$ cat config.mk
export PLATFORM = sky130hd
export DESIGN_NAME = id2_stage
export DESIGN_NICKNAME = d
export VERILOG_FILES = /design/src/verilog/id2_pkg.sv /design/src/verilog/inst_classifier.sv /design/src/verilog/ctrl_decoder.sv /design/src/verilog/operand_mux.sv /design/src/verilog/reg_file.sv /design/src/verilog/id2_stage.sv
export VERILOG_INCLUDE_DIRS = /design/src /design/src/verilog
export SDC_FILE = /design/constraint.sdc
export NUM_CORES = 2
export LEC_CHECK = 0
export BUFFER_PORTS_ARGS = -buffer_cell sky130_fd_sc_hd__buf_2
export CAP_MARGIN = 20
export CELL_PAD_IN_SITES_DETAIL_PLACEMENT = 1
export CELL_PAD_IN_SITES_GLOBAL_PLACEMENT = 1
export CORE_MARGIN = 5
export CORE_UTILIZATION = 53
export CTS_BUF_LIST = sky130_fd_sc_hd__clkbuf_2
export CTS_CLUSTER_DIAMETER = 80
export CTS_CLUSTER_SIZE = 40
export DETAILED_ROUTE_END_ITERATION = 6
export PLACE_DENSITY_LB_ADDON = 0.15
export SLEW_MARGIN = 25
export SYNTH_ARGS = -nofsm -noshare
export SYNTH_HDL_FRONTEND = slang
export SYNTH_SLANG_ARGS = --single-unit
$ cat constraint.sdc
create_clock -name clk -period 9 [get_ports clk]
set_input_delay 0.9 -clock clk [delete_from_list [all_inputs] [get_ports clk]]
set_output_delay 0.9 -clock clk [all_outputs]
set_load 0.1 [all_outputs]
$ cat src/verilog/id2_macros.svh
`ifndef ID2_MACROS_SVH
`define ID2_MACROS_SVH

`define WORD_W      32
`define REG_ADDR_W  5
`define REG_COUNT   32
`define IMM_W       16

// opcode field codes
`define OP_SPECIAL  6'h00
`define OP_ADDI     6'h08
`define OP_ADDIU    6'h09
`define OP_SLTI     6'h0a
`define OP_SLTIU    6'h0b
`define OP_ANDI     6'h0c
`define OP_ORI      6'h0d
`define OP_XORI     6'h0e
`define OP_LUI      6'h0f

// function field codes under special
`define FUNC_SLL      6'h00
`define FUNC_SRL      6'h02
`define FUNC_SRA      6'h03
`define FUNC_SLLV     6'h04
`define FUNC_SRLV     6'h06
`define FUNC_SRAV     6'h07
`define FUNC_SYSCALL  6'h0c
`define FUNC_BREAK    6'h0d
`define FUNC_ADD      6'h20
`define FUNC_ADDU     6'h21
`define FUNC_SUB      6'h22
`define FUNC_SUBU     6'h23
`define FUNC_AND      6'h24
`define FUNC_OR       6'h25
`define FUNC_XOR      6'h26
`define FUNC_NOR      6'h27
`define FUNC_SLT      6'h2a
`define FUNC_SLTU     6'h2b

`endif

$ cat src/verilog/id2_pkg.sv
`include "id2_macros.svh"

package id2_pkg;

    typedef struct packed {
        logic [5:0]             opcode;
        logic [`REG_ADDR_W-1:0] rs;
        logic [`REG_ADDR_W-1:0] rt;
        logic [`REG_ADDR_W-1:0] rd;
        logic [4:0]             sa;
        logic [5:0]             func;
    } r_fields_t;

    typedef struct packed {
        logic [5:0]             opcode;
        logic [`REG_ADDR_W-1:0] rs;
        logic [`REG_ADDR_W-1:0] rt;
        logic [`IMM_W-1:0]      imm;
    } i_fields_t;

    // same 32-bit word, R-type or I-type view
    typedef union packed {
        r_fields_t r;
        i_fields_t i;
    } inst_word_t;

    // op_special must stay the top bit
    typedef struct packed {
        logic op_special;
        logic op_addi;
        logic op_addiu;
        logic op_slti;
        logic op_sltiu;
        logic op_andi;
        logic op_ori;
        logic op_xori;
        logic op_lui;
    } op_onehot_t;

    typedef struct packed {
        logic fn_add;
        logic fn_addu;
        logic fn_sub;
        logic fn_subu;
        logic fn_slt;
        logic fn_sltu;
        logic fn_and;
        logic fn_nor;
        logic fn_or;
        logic fn_xor;
        logic fn_sll;
        logic fn_sllv;
        logic fn_sra;
        logic fn_srav;
        logic fn_srl;
        logic fn_srlv;
        logic fn_syscall;
        logic fn_break;
    } func_onehot_t;

    // code 7 left unused, selects nothing
    typedef enum logic [2:0] {
        FWD_NOP      = 3'd0,
        FWD_EXC_ALU  = 3'd1,
        FWD_EXP_ALU  = 3'd2,
        FWD_MEMC_ALU = 3'd3,
        FWD_MEMC_MEM = 3'd4,
        FWD_MEMP_ALU = 3'd5,
        FWD_MEMP_MEM = 3'd6
    } fwd_sel_t;

    typedef enum logic [3:0] {
        ALU_NOP  = 4'd0,
        ALU_ADD  = 4'd1,
        ALU_SUB  = 4'd2,
        ALU_SLT  = 4'd3,
        ALU_SLTU = 4'd4,
        ALU_AND  = 4'd5,
        ALU_NOR  = 4'd6,
        ALU_OR   = 4'd7,
        ALU_XOR  = 4'd8,
        ALU_SLL  = 4'd9,
        ALU_SRA  = 4'd10,
        ALU_SRL  = 4'd11,
        ALU_LUI  = 4'd12
    } alu_sel_t;

    typedef enum logic {
        SRC_A_RS = 1'b0,
        SRC_A_RT = 1'b1
    } src_a_sel_t;

    typedef enum logic [2:0] {
        SRC_B_NOP  = 3'd0,
        SRC_B_RT   = 3'd1,
        SRC_B_IMME = 3'd2,
        SRC_B_RS   = 3'd3,
        SRC_B_SA   = 3'd4
    } src_b_sel_t;

endpackage

$ cat src/verilog/inst_classifier.sv
`timescale 1ns/1ns

`include "id2_macros.svh"

module inst_classifier (
    input  id2_pkg::inst_word_t   instr,
    output id2_pkg::op_onehot_t   op_onehot,
    output id2_pkg::func_onehot_t func_onehot,
    output logic                  is_kept
);

    logic [5:0] opcode;
    logic [5:0] func;
    logic       special;
    logic       sa_zero;

    assign opcode  = instr.r.opcode;
    assign func    = instr.r.func;
    assign special = (opcode == `OP_SPECIAL);
    // only constant shifts and syscall/break may use the sa bits
    assign sa_zero = (instr.r.sa == 5'd0);

    assign op_onehot.op_special = special;
    assign op_onehot.op_addi    = (opcode == `OP_ADDI);
    assign op_onehot.op_addiu   = (opcode == `OP_ADDIU);
    assign op_onehot.op_slti    = (opcode == `OP_SLTI);
    assign op_onehot.op_sltiu   = (opcode == `OP_SLTIU);
    assign op_onehot.op_andi    = (opcode == `OP_ANDI);
    assign op_onehot.op_ori     = (opcode == `OP_ORI);
    assign op_onehot.op_xori    = (opcode == `OP_XORI);
    assign op_onehot.op_lui     = (opcode == `OP_LUI);

    assign func_onehot.fn_add     = special & sa_zero & (func == `FUNC_ADD);
    assign func_onehot.fn_addu    = special & sa_zero & (func == `FUNC_ADDU);
    assign func_onehot.fn_sub     = special & sa_zero & (func == `FUNC_SUB);
    assign func_onehot.fn_subu    = special & sa_zero & (func == `FUNC_SUBU);
    assign func_onehot.fn_slt     = special & sa_zero & (func == `FUNC_SLT);
    assign func_onehot.fn_sltu    = special & sa_zero & (func == `FUNC_SLTU);
    assign func_onehot.fn_and     = special & sa_zero & (func == `FUNC_AND);
    assign func_onehot.fn_nor     = special & sa_zero & (func == `FUNC_NOR);
    assign func_onehot.fn_or      = special & sa_zero & (func == `FUNC_OR);
    assign func_onehot.fn_xor     = special & sa_zero & (func == `FUNC_XOR);
    assign func_onehot.fn_sll     = special & (func == `FUNC_SLL);
    assign func_onehot.fn_sllv    = special & sa_zero & (func == `FUNC_SLLV);
    assign func_onehot.fn_sra     = special & (func == `FUNC_SRA);
    assign func_onehot.fn_srav    = special & sa_zero & (func == `FUNC_SRAV);
    assign func_onehot.fn_srl     = special & (func == `FUNC_SRL);
    assign func_onehot.fn_srlv    = special & sa_zero & (func == `FUNC_SRLV);
    assign func_onehot.fn_syscall = special & (func == `FUNC_SYSCALL);
    assign func_onehot.fn_break   = special & (func == `FUNC_BREAK);

    // special alone is not an instruction, so leave bit 8 out
    assign is_kept = $onehot({op_onehot[7:0], func_onehot});

endmodule

$ cat src/verilog/ctrl_decoder.sv
`timescale 1ns/1ns

module ctrl_decoder (
    input  id2_pkg::op_onehot_t   op_onehot,
    input  id2_pkg::func_onehot_t func_onehot,
    input  logic                  is_kept,
    input  logic                  valid,
    output id2_pkg::alu_sel_t     alu_sel,
    output id2_pkg::src_a_sel_t   src_a_sel,
    output id2_pkg::src_b_sel_t   src_b_sel,
    output logic                  sign_ext,
    output logic                  is_check_ov,
    output logic                  is_syscall,
    output logic                  is_break,
    output logic                  is_ri
);

    import id2_pkg::*;

    logic r_arith;
    logic i_type;
    logic var_shift;
    logic const_shift;

    // instruction groups
    assign r_arith = func_onehot.fn_add | func_onehot.fn_addu |
                     func_onehot.fn_sub | func_onehot.fn_subu |
                     func_onehot.fn_slt | func_onehot.fn_sltu |
                     func_onehot.fn_and | func_onehot.fn_nor  |
                     func_onehot.fn_or  | func_onehot.fn_xor;

    assign i_type = op_onehot.op_addi | op_onehot.op_addiu |
                    op_onehot.op_slti | op_onehot.op_sltiu |
                    op_onehot.op_andi | op_onehot.op_ori   |
                    op_onehot.op_xori | op_onehot.op_lui;

    assign var_shift   = func_onehot.fn_sllv | func_onehot.fn_srav | func_onehot.fn_srlv;
    assign const_shift = func_onehot.fn_sll | func_onehot.fn_sra | func_onehot.fn_srl;

    // and-or over one-hot groups, at most one term is live
    assign alu_sel = alu_sel_t'(
        ({4{func_onehot.fn_add | func_onehot.fn_addu |
            op_onehot.op_addi | op_onehot.op_addiu}} & ALU_ADD)      |
        ({4{func_onehot.fn_sub | func_onehot.fn_subu}} & ALU_SUB)    |
        ({4{func_onehot.fn_slt | op_onehot.op_slti}} & ALU_SLT)      |
        ({4{func_onehot.fn_sltu | op_onehot.op_sltiu}} & ALU_SLTU)   |
        ({4{func_onehot.fn_and | op_onehot.op_andi}} & ALU_AND)      |
        ({4{func_onehot.fn_nor}} & ALU_NOR)                          |
        ({4{func_onehot.fn_or | op_onehot.op_ori}} & ALU_OR)         |
        ({4{func_onehot.fn_xor | op_onehot.op_xori}} & ALU_XOR)      |
        ({4{func_onehot.fn_sll | func_onehot.fn_sllv}} & ALU_SLL)    |
        ({4{func_onehot.fn_sra | func_onehot.fn_srav}} & ALU_SRA)    |
        ({4{func_onehot.fn_srl | func_onehot.fn_srlv}} & ALU_SRL)    |
        ({4{op_onehot.op_lui}} & ALU_LUI));

    // shifts take the shifted value from rt
    assign src_a_sel = (var_shift | const_shift) ? SRC_A_RT : SRC_A_RS;

    always_comb begin
        if (r_arith) begin
            src_b_sel = SRC_B_RT;
        end else if (i_type) begin
            src_b_sel = SRC_B_IMME;
        end else if (var_shift) begin
            src_b_sel = SRC_B_RS;
        end else if (const_shift) begin
            src_b_sel = SRC_B_SA;
        end else begin
            src_b_sel = SRC_B_NOP;
        end
    end

    assign sign_ext = op_onehot.op_addi | op_onehot.op_addiu |
                      op_onehot.op_slti | op_onehot.op_sltiu;

    assign is_check_ov = func_onehot.fn_add | func_onehot.fn_sub | op_onehot.op_addi;

    assign is_syscall = func_onehot.fn_syscall;
    assign is_break   = func_onehot.fn_break;
    assign is_ri      = valid & ~is_kept;

endmodule

$ cat src/verilog/operand_mux.sv
`timescale 1ns/1ns

`include "id2_macros.svh"

module operand_mux (
    input  id2_pkg::inst_word_t  instr,
    input  logic                 sign_ext,
    input  id2_pkg::fwd_sel_t    forward_rs,
    input  id2_pkg::fwd_sel_t    forward_rt,
    input  logic [`WORD_W-1:0]   reg_rs_data,
    input  logic [`WORD_W-1:0]   reg_rt_data,
    input  logic [`WORD_W-1:0]   exc_alu_res,
    input  logic [`WORD_W-1:0]   exp_alu_res,
    input  logic [`WORD_W-1:0]   memc_alu_res,
    input  logic [`WORD_W-1:0]   memc_r_data,
    input  logic [`WORD_W-1:0]   memp_alu_res,
    input  logic [`WORD_W-1:0]   memp_r_data,
    output logic [`WORD_W-1:0]   rs_data,
    output logic [`WORD_W-1:0]   rt_data,
    output logic [`WORD_W-1:0]   ext_imme,
    output logic [4:0]           sa
);

    import id2_pkg::*;

    // unused code 7 matches no term and gives zero
    function automatic logic [`WORD_W-1:0] fwd_pick(
        input fwd_sel_t           sel,
        input logic [`WORD_W-1:0] reg_data,
        input logic [`WORD_W-1:0] exc_alu,
        input logic [`WORD_W-1:0] exp_alu,
        input logic [`WORD_W-1:0] memc_alu,
        input logic [`WORD_W-1:0] memc_mem,
        input logic [`WORD_W-1:0] memp_alu,
        input logic [`WORD_W-1:0] memp_mem
    );
        return ({`WORD_W{sel == FWD_NOP}}      & reg_data) |
               ({`WORD_W{sel == FWD_EXC_ALU}}  & exc_alu)  |
               ({`WORD_W{sel == FWD_EXP_ALU}}  & exp_alu)  |
               ({`WORD_W{sel == FWD_MEMC_ALU}} & memc_alu) |
               ({`WORD_W{sel == FWD_MEMC_MEM}} & memc_mem) |
               ({`WORD_W{sel == FWD_MEMP_ALU}} & memp_alu) |
               ({`WORD_W{sel == FWD_MEMP_MEM}} & memp_mem);
    endfunction

    assign rs_data = fwd_pick(forward_rs, reg_rs_data, exc_alu_res, exp_alu_res,
                              memc_alu_res, memc_r_data, memp_alu_res, memp_r_data);
    assign rt_data = fwd_pick(forward_rt, reg_rt_data, exc_alu_res, exp_alu_res,
                              memc_alu_res, memc_r_data, memp_alu_res, memp_r_data);

    assign ext_imme = sign_ext ?
        {{(`WORD_W-`IMM_W){instr.i.imm[`IMM_W-1]}}, instr.i.imm} :
        {{(`WORD_W-`IMM_W){1'b0}}, instr.i.imm};

    assign sa = instr.r.sa;

endmodule

$ cat src/verilog/reg_file.sv
`timescale 1ns/1ns

`include "id2_macros.svh"

module reg_file (
    input  logic                   clk,
    input  logic                   reset,
    input  logic [`REG_ADDR_W-1:0] r_addr_1,
    input  logic [`REG_ADDR_W-1:0] r_addr_2,
    output logic [`WORD_W-1:0]     r_data_1,
    output logic [`WORD_W-1:0]     r_data_2,
    input  logic                   w_ena,
    input  logic [`REG_ADDR_W-1:0] w_addr,
    input  logic [`WORD_W-1:0]     w_data
);

    logic [`WORD_W-1:0] regs [`REG_COUNT];

    always_ff @(posedge clk) begin
        if (reset) begin
            for (int i = 0; i < `REG_COUNT; i++) begin
                regs[i] <= '0;
            end
        end else if (w_ena && (w_addr != '0)) begin
            regs[w_addr] <= w_data;
        end
    end

    // no write-through, forwarding covers same-cycle hazards
    assign r_data_1 = (r_addr_1 == '0) ? '0 : regs[r_addr_1];
    assign r_data_2 = (r_addr_2 == '0) ? '0 : regs[r_addr_2];

endmodule

$ cat src/verilog/id2_stage.sv
`timescale 1ns/1ns

`include "id2_macros.svh"

module id2_stage (
    input  logic                   clk,
    input  logic                   reset,
    input  id2_pkg::inst_word_t    instr,
    input  logic                   valid,
    input  id2_pkg::fwd_sel_t      forward_rs,
    input  id2_pkg::fwd_sel_t      forward_rt,
    input  logic [`WORD_W-1:0]     exc_alu_res,
    input  logic [`WORD_W-1:0]     exp_alu_res,
    input  logic [`WORD_W-1:0]     memc_alu_res,
    input  logic [`WORD_W-1:0]     memc_r_data,
    input  logic [`WORD_W-1:0]     memp_alu_res,
    input  logic [`WORD_W-1:0]     memp_r_data,
    input  logic                   w_reg_ena,
    input  logic [`REG_ADDR_W-1:0] w_reg_addr,
    input  logic [`WORD_W-1:0]     w_reg_data,
    output logic [`WORD_W-1:0]     rs_data,
    output logic [`WORD_W-1:0]     rt_data,
    output logic [`WORD_W-1:0]     ext_imme,
    output logic [4:0]             sa,
    output id2_pkg::alu_sel_t      alu_sel,
    output id2_pkg::src_a_sel_t    src_a_sel,
    output id2_pkg::src_b_sel_t    src_b_sel,
    output logic                   is_check_ov,
    output logic                   is_syscall,
    output logic                   is_break,
    output logic                   is_ri
);

    import id2_pkg::*;

    op_onehot_t         op_onehot;
    func_onehot_t       func_onehot;
    logic               is_kept;
    logic               sign_ext;
    logic [`WORD_W-1:0] reg_rs_data;
    logic [`WORD_W-1:0] reg_rt_data;

    inst_classifier u_classifier (
        .instr       (instr),
        .op_onehot   (op_onehot),
        .func_onehot (func_onehot),
        .is_kept     (is_kept)
    );

    ctrl_decoder u_decoder (
        .op_onehot   (op_onehot),
        .func_onehot (func_onehot),
        .is_kept     (is_kept),
        .valid       (valid),
        .alu_sel     (alu_sel),
        .src_a_sel   (src_a_sel),
        .src_b_sel   (src_b_sel),
        .sign_ext    (sign_ext),
        .is_check_ov (is_check_ov),
        .is_syscall  (is_syscall),
        .is_break    (is_break),
        .is_ri       (is_ri)
    );

    operand_mux u_operand_mux (
        .instr        (instr),
        .sign_ext     (sign_ext),
        .forward_rs   (forward_rs),
        .forward_rt   (forward_rt),
        .reg_rs_data  (reg_rs_data),
        .reg_rt_data  (reg_rt_data),
        .exc_alu_res  (exc_alu_res),
        .exp_alu_res  (exp_alu_res),
        .memc_alu_res (memc_alu_res),
        .memc_r_data  (memc_r_data),
        .memp_alu_res (memp_alu_res),
        .memp_r_data  (memp_r_data),
        .rs_data      (rs_data),
        .rt_data      (rt_data),
        .ext_imme     (ext_imme),
        .sa           (sa)
    );

    // read ports addressed straight from rs/rt fields
    reg_file u_reg_file (
        .clk      (clk),
        .reset    (reset),
        .r_addr_1 (instr.r.rs),
        .r_addr_2 (instr.r.rt),
        .r_data_1 (reg_rs_data),
        .r_data_2 (reg_rt_data),
        .w_ena    (w_reg_ena),
        .w_addr   (w_reg_addr),
        .w_data   (w_reg_data)
    );

endmodule

[Word level (Yosys, flattened, before mapping)]
Memory sizes are Yosys's and may differ from the RTL's.
Cells that the tools add are included.
Word-level totals
  register bits: 0
  memory bits (writable): 1024
  input bits: 271
  output and inout port bits: 113
  logic and storage cells: 182
  memories: 1
Memories
  u_reg_file.regs: depth 32, width 32, rd ports 2, clocked after Yosys merged registers in 0, wr ports 32, RTL line reg_file.sv:17  | logic [`WORD_W-1:0] regs [`REG_COUNT];
Cells by class
  add/subtract/negate cells: 25
  equality and inequality tests: 38
  mux-type cells: 16
  bitwise gates (word level): 92
  reductions and logical operators: 10
Operators with widths (count)
  bitwise AND 32 bit: 14
  bitwise OR 32 bit: 12
  two-way mux 32 bit: 4
  adder 5 bit: 12
  equality test 6 x 4 -> 1 bit, second input constant: 10
  equality test 6 bit, second input constant: 10
  bitwise OR 1 bit: 34
  OR reduction 32 bit: 1
  adder 1 x 1 -> 2 bit: 13
  bitwise AND 1 bit: 20
  bitwise OR 4 bit: 5
  equality test 3 bit, second input constant: 6
  equality test 6 x 3 -> 1 bit, second input constant: 3
  bitwise OR 4 x 3 -> 4 bit: 4
  logical NOT 5 bit: 3
  equality test 3 x 2 -> 1 bit, second input constant: 4
  equality test 6 x 2 -> 1 bit, second input constant: 2
  logical NOT 6 bit: 2
  two-way mux 3 bit: 4
  two-way mux 1 bit: 7
  equality test 3 x 1 -> 1 bit, second input constant: 2
  logical NOT 3 bit: 2
  equality test 5 x 1 -> 1 bit, second input constant: 1
  two-way mux 5 bit: 1
  other kinds (5): 5

[Logic depth before layout (Yosys ltp)]
  word-level depth: 17
  gate-level depth with buffers: 22
  depth with buffers taken out: 21

[Hierarchy]
Synthesis repeated with hierarchy kept, for this count alone.
Unflattened totals
  cells, all modules: 4162
  area, all modules: 59423.2 um2
Modules (own cells, without submodules)
  reg_file: instances 1, cells each 3502, area each 54253.3 um2
  operand_mux: instances 1, cells each 495, area each 3940.0 um2
  inst_classifier: instances 1, cells each 136, area each 1063.5 um2
  ctrl_decoder: instances 1, cells each 29, area each 166.4 um2

[Least setup slack after synthesis]
Ideal clock, no wire load.
  path kind: in2out
  start point: in instr[27] in the netlist's numbering
  end point: out is_ri
  data arrival time: 9.627 ns
  setup slack: -1.527 ns
  stages on the path: 22
  cells stage by stage: clkbuf_1 -> nor3_1 -> nand3_1 -> nor2_1 -> nand3_1 -> nor3_1 -> ha_1 -> inv_1 -> fa_1 -> inv_1 -> fa_1 -> fa_1 -> fa_1 -> inv_1 -> fa_1 -> fa_1 -> inv_1 -> fa_1 -> a21o_1 -> a21oi_1 -> xor2_1 -> a31oi_1
RTL lines
  start: declaration: RTL line id2_stage.sv:8  | input id2_pkg::inst_word_t instr,
  logical NOT 6 bit (no source line)
  bitwise AND 1 bit: RTL line inst_classifier.sv:49  | assign func_onehot.fn_syscall = special & (func == `FUNC_SYSCALL);
  via is_syscall: RTL line id2_stage.sv:29  | output logic is_syscall,
  adder 1 x 1 -> 2 bit (not written as such): RTL line inst_classifier.sv:53  | assign is_kept = $onehot({op_onehot[7:0], func_onehot});
  adder 5 bit (not written as such) (4 in a row): RTL line inst_classifier.sv:53
  equality test 5 x 1 -> 1 bit: RTL line inst_classifier.sv:53
  NOT 1 bit: RTL line ctrl_decoder.sv:80  | assign is_ri = valid & ~is_kept;
  bitwise AND 1 bit: RTL line ctrl_decoder.sv:80
  end: declaration: RTL line id2_stage.sv:31  | output logic is_ri
The timed path passes the listed nets, and every way through them passes these cells.

[Worst setup path in the final report]
  start point: in instr[6] in the netlist's numbering
  end point: out is_ri
On the way
  word-level cells in the longest chain between the ends: 11
RTL lines
  logical NOT 5 bit (*): RTL line inst_classifier.sv:21  | assign sa_zero = (instr.r.sa == 5'd0);
  bitwise AND 1 bit (*)
  bitwise AND 1 bit (tied with other cells): RTL line inst_classifier.sv:48  | assign func_onehot.fn_srlv = special & sa_zero & (func == `FUNC_SRLV);
  adder 1 x 1 -> 2 bit (not written as such): RTL line inst_classifier.sv:53
  adder 5 bit (not written as such) (3 in a row): RTL line inst_classifier.sv:53
  adder 5 bit (not written as such) (*): RTL line inst_classifier.sv:53
  equality test 5 x 1 -> 1 bit (*): RTL line inst_classifier.sv:53
  NOT 1 bit (*): RTL line ctrl_decoder.sv:80
  bitwise AND 1 bit (*): RTL line ctrl_decoder.sv:80
Mark *: on every way between the ends. The rest lies on a longest branch, timed or not.

==> results.ini <==
[status]
status=completed

[yosys]
ys.flop_type=edfxtp_1
netlist_area_mm2=0.0588
synth_top_cells_by_area=edfxtp_1 52%, mux4_2 17%, and2_1 11%, mux2i_1 3.0%, a22oi_1 2.1%
ys_ff_latch=1024
synth_cell_types=61
ys_seq_area_share_pct=52.3
synth_top_area_share_pct=52.3
syn_area_per_cell_um2=13.8
yosys_warnings=0
synthArstFlopShare_pct=0
synth_edf_count=1024
netlist_instances=4277
synth_top_cell_by_area=edfxtp_1

[timing]
period_share_pct=91.7
tns_ns=0
tightest_slew_ns=1.20
max_slew_margin_pct=20.2
finalHoldViolations=0
rsz0062_at_grt=false
min_period_ns=8.26
max_freq_ghz=0.121
drv_slew=0
setup_violations=0

[layout]
syn2layout_area_growth_pct=7.12
regMostFlops=u_reg_file.regs
final_cell_mix=1024 x edfxtp_1, 994 x and2_1, 446 x mux4_2
largest_reg_flops=1024
finalNetCount=4715
fill_cells=10792
top_regs=u_reg_file.regs (1024)
drive_above_1_share_pct=26.6
fin_util_pct=57.0
layout_commonest_cell=edfxtp_1

[power_and_ir_drop]
clkPwrFrac_pct=21.3
combPwrFrac_pct=20.4
switchingPower_mw=3.17
p_per_area_mw_per_mm2=154
power.share.sequential_pct=58.4
power.leakage_nw=22.5
swShare_pct=32.7
p_int_mw=6.52
vdd_drop_max_mv=0.139

[clock_tree]
cts_buffers=45
h-tree-depth=2
cts.sinks=1024
root_buffer=clkbuf_2
cts-resized-gates=0
cts_tree=yes
clkTransAtPathRegs_ns=0.69
clk_path_buf_depth=3

[critical_path]
crit_family=adder cells
cp.required_ns=8.10
crit_path_frequent_cell=fa_1
path_class=in2out
path_cells=buf_2 -> or4_1 -> nor2_1 -> nand3_1 -> or2_2 -> ha_1 -> inv_1 -> fa_1 -> inv_1 -> fa_1 -> fa_1 -> fa_1 -> inv_1 -> fa_1 -> fa_1 -> inv_1 -> fa_1 -> a21o_1 -> a21oi_1 -> xor2_1 -> a31oi_2 -> buf_2
cp_slowest_stage_delay_ns=0.56
cp_slowest_cell=fa_1
worstPathArrival_ns=7.36
endpoint_kind=primary output
critical_path_peak_fanout=7
path_buf_inv=6
startpoint_type=primary input

[worst_hold_path]
whs_path_depth=2
hold_class=in2reg
min_to=u_reg_file.regs[0][6]
min_from=reset

[place]
port_buffers=375
dp_hpwl_mm=150
place_congestion=0.925

[grt]
antenna_found_initial=59
grt_pass1_vias=44404
grt_max_degree=93
grt_use_total_pct=40.6
grt-ovfl-total=0
grt_pass1_wl_mm=336

[route]
wl_mm=243
drtIter0Drc=6808
first_pass_iters=6
vias=43333
remaining_drc_errors=0
wire_per_inst_um=40.9
ant_nets=0
via_per_inst=7.27

[floorplanning]
fp.dieH_um=343
core_mm2=0.111
dieArea_mm2=0.118
start_util_pct=53.2
num_rows=122
die_x_um=343
io_pins=384

[flow_run]
drv_cap=0

-- kinds of logic after synthesis --
| family | Yosys count | share of synthesized area (%) |
|---|---|---|
| and+or+nand+nor | 1323 | 13.3 |
| DFF | 1024 | 52.3 |
| muxes | 678 | 21.1 |
| AOI/OAI and AO/OA | 664 | 7.78 |
| buffers and inverters | 539 | 4.21 |
| adders and majority gates | 45 | 1.22 |
| xor gates and xnor gates | 3 | 0.0447 |
| other | 1 | 0.00637 |
-- how the worst max path moves through the flow --
stage / end / cells past startpoint / from / slack [ns]
after floorplan: is_ri / 22 / instr[27] / 0.08
after global placement: is_ri / 22 / instr[6] / 0.77
after detailed placement: is_ri / 22 / instr[6] / 0.77
after CTS: is_ri / 22 / instr[6] / 0.75
after global routing: is_ri / 22 / instr[6] / 0.46
final: is_ri / 22 / instr[6] / 0.74
-- metal layers --
| metal | routed length, µm | GRT usage (%) | vias to the layer above |
|---|---|---|---|
| li1 | - | - | 16579 |
| met1 | 82400 | 51.4 | 22338 |
| met4 | 14900 | 21.8 | 22 |
| met5 | 154 | 0 | - |
| met3 | 34500 | 12.7 | 766 |
| met2 | 112000 | 63.2 | 3628 |
-- area by class of cell --
type / instances / area, µm² / share of cell area (%)
timing repair buffer: 532 / 3260 / 5.17
antenna: 33 / 82.6 / 0.131
tap: 1488 / 1860 / 2.95
sequential: 1024 / 30700 / 48.8
clock buffer: 47 / 235 / 0.373
clock inverter: 37 / 594 / 0.943
multi-input combinational: 2745 / 26100 / 41.3
inverter: 51 / 191 / 0.304
-- power by group through the flow --
stage	Clock, mW	Combinational, mW	Sequential (mW)
global route	2.23	2.02	5.68
detailed placement	0	1.91	5.75
CTS	2.06	1.93	5.65
floorplan	0	1.27	5.68
finish	2.06	1.97	5.66
global placement	0	1.89	5.71
-- synthesized netlist by cell type (all sizes together), types with 28 or more instances --
master / count
a21oi: 212
o22ai: 29
nand3: 61
a21o: 49
or2: 34
nand2: 46
a22oi: 161
buf: 178
o221ai: 37
and2: 998
a22o: 32
nor2b: 28
inv: 51
mux2i: 174
a211oi: 30
clkbuf: 310
nor2: 102
edfxtp: 1024
a221oi: 61
mux4: 446
mux2: 58
-- repair_timing --
| action | in CTS | in global routing |
|---|---|---|
| setup buffers | 0 | 0 |
| endpoints found under the hold margin | 988 | 0 |
| hold buffers | 33 | 0 |
-- per-stage QoR --
| stage | hold slack [ns] | instance area (µm²) | setup slack (ns) | total power [mW] | std cells |
|---|---|---|---|---|---|
| detailed placement | 1.41 | 61800 | 0.767 | 7.66 | 5807 |
| finish | 0.297 | 63000 | 0.743 | 9.70 | 5957 |
| global placement | 1.41 | 61800 | 0.765 | 7.60 | 5805 |
| CTS | 0.233 | 62900 | 0.745 | 9.64 | 5924 |
| global route | 0.234 | 63000 | 0.455 | 9.93 | 5939 |
| floorplan | 1.10 | 59000 | 0.0807 | 6.95 | 4308 |
Note: power is estimated with default switching activity, not from simulation.
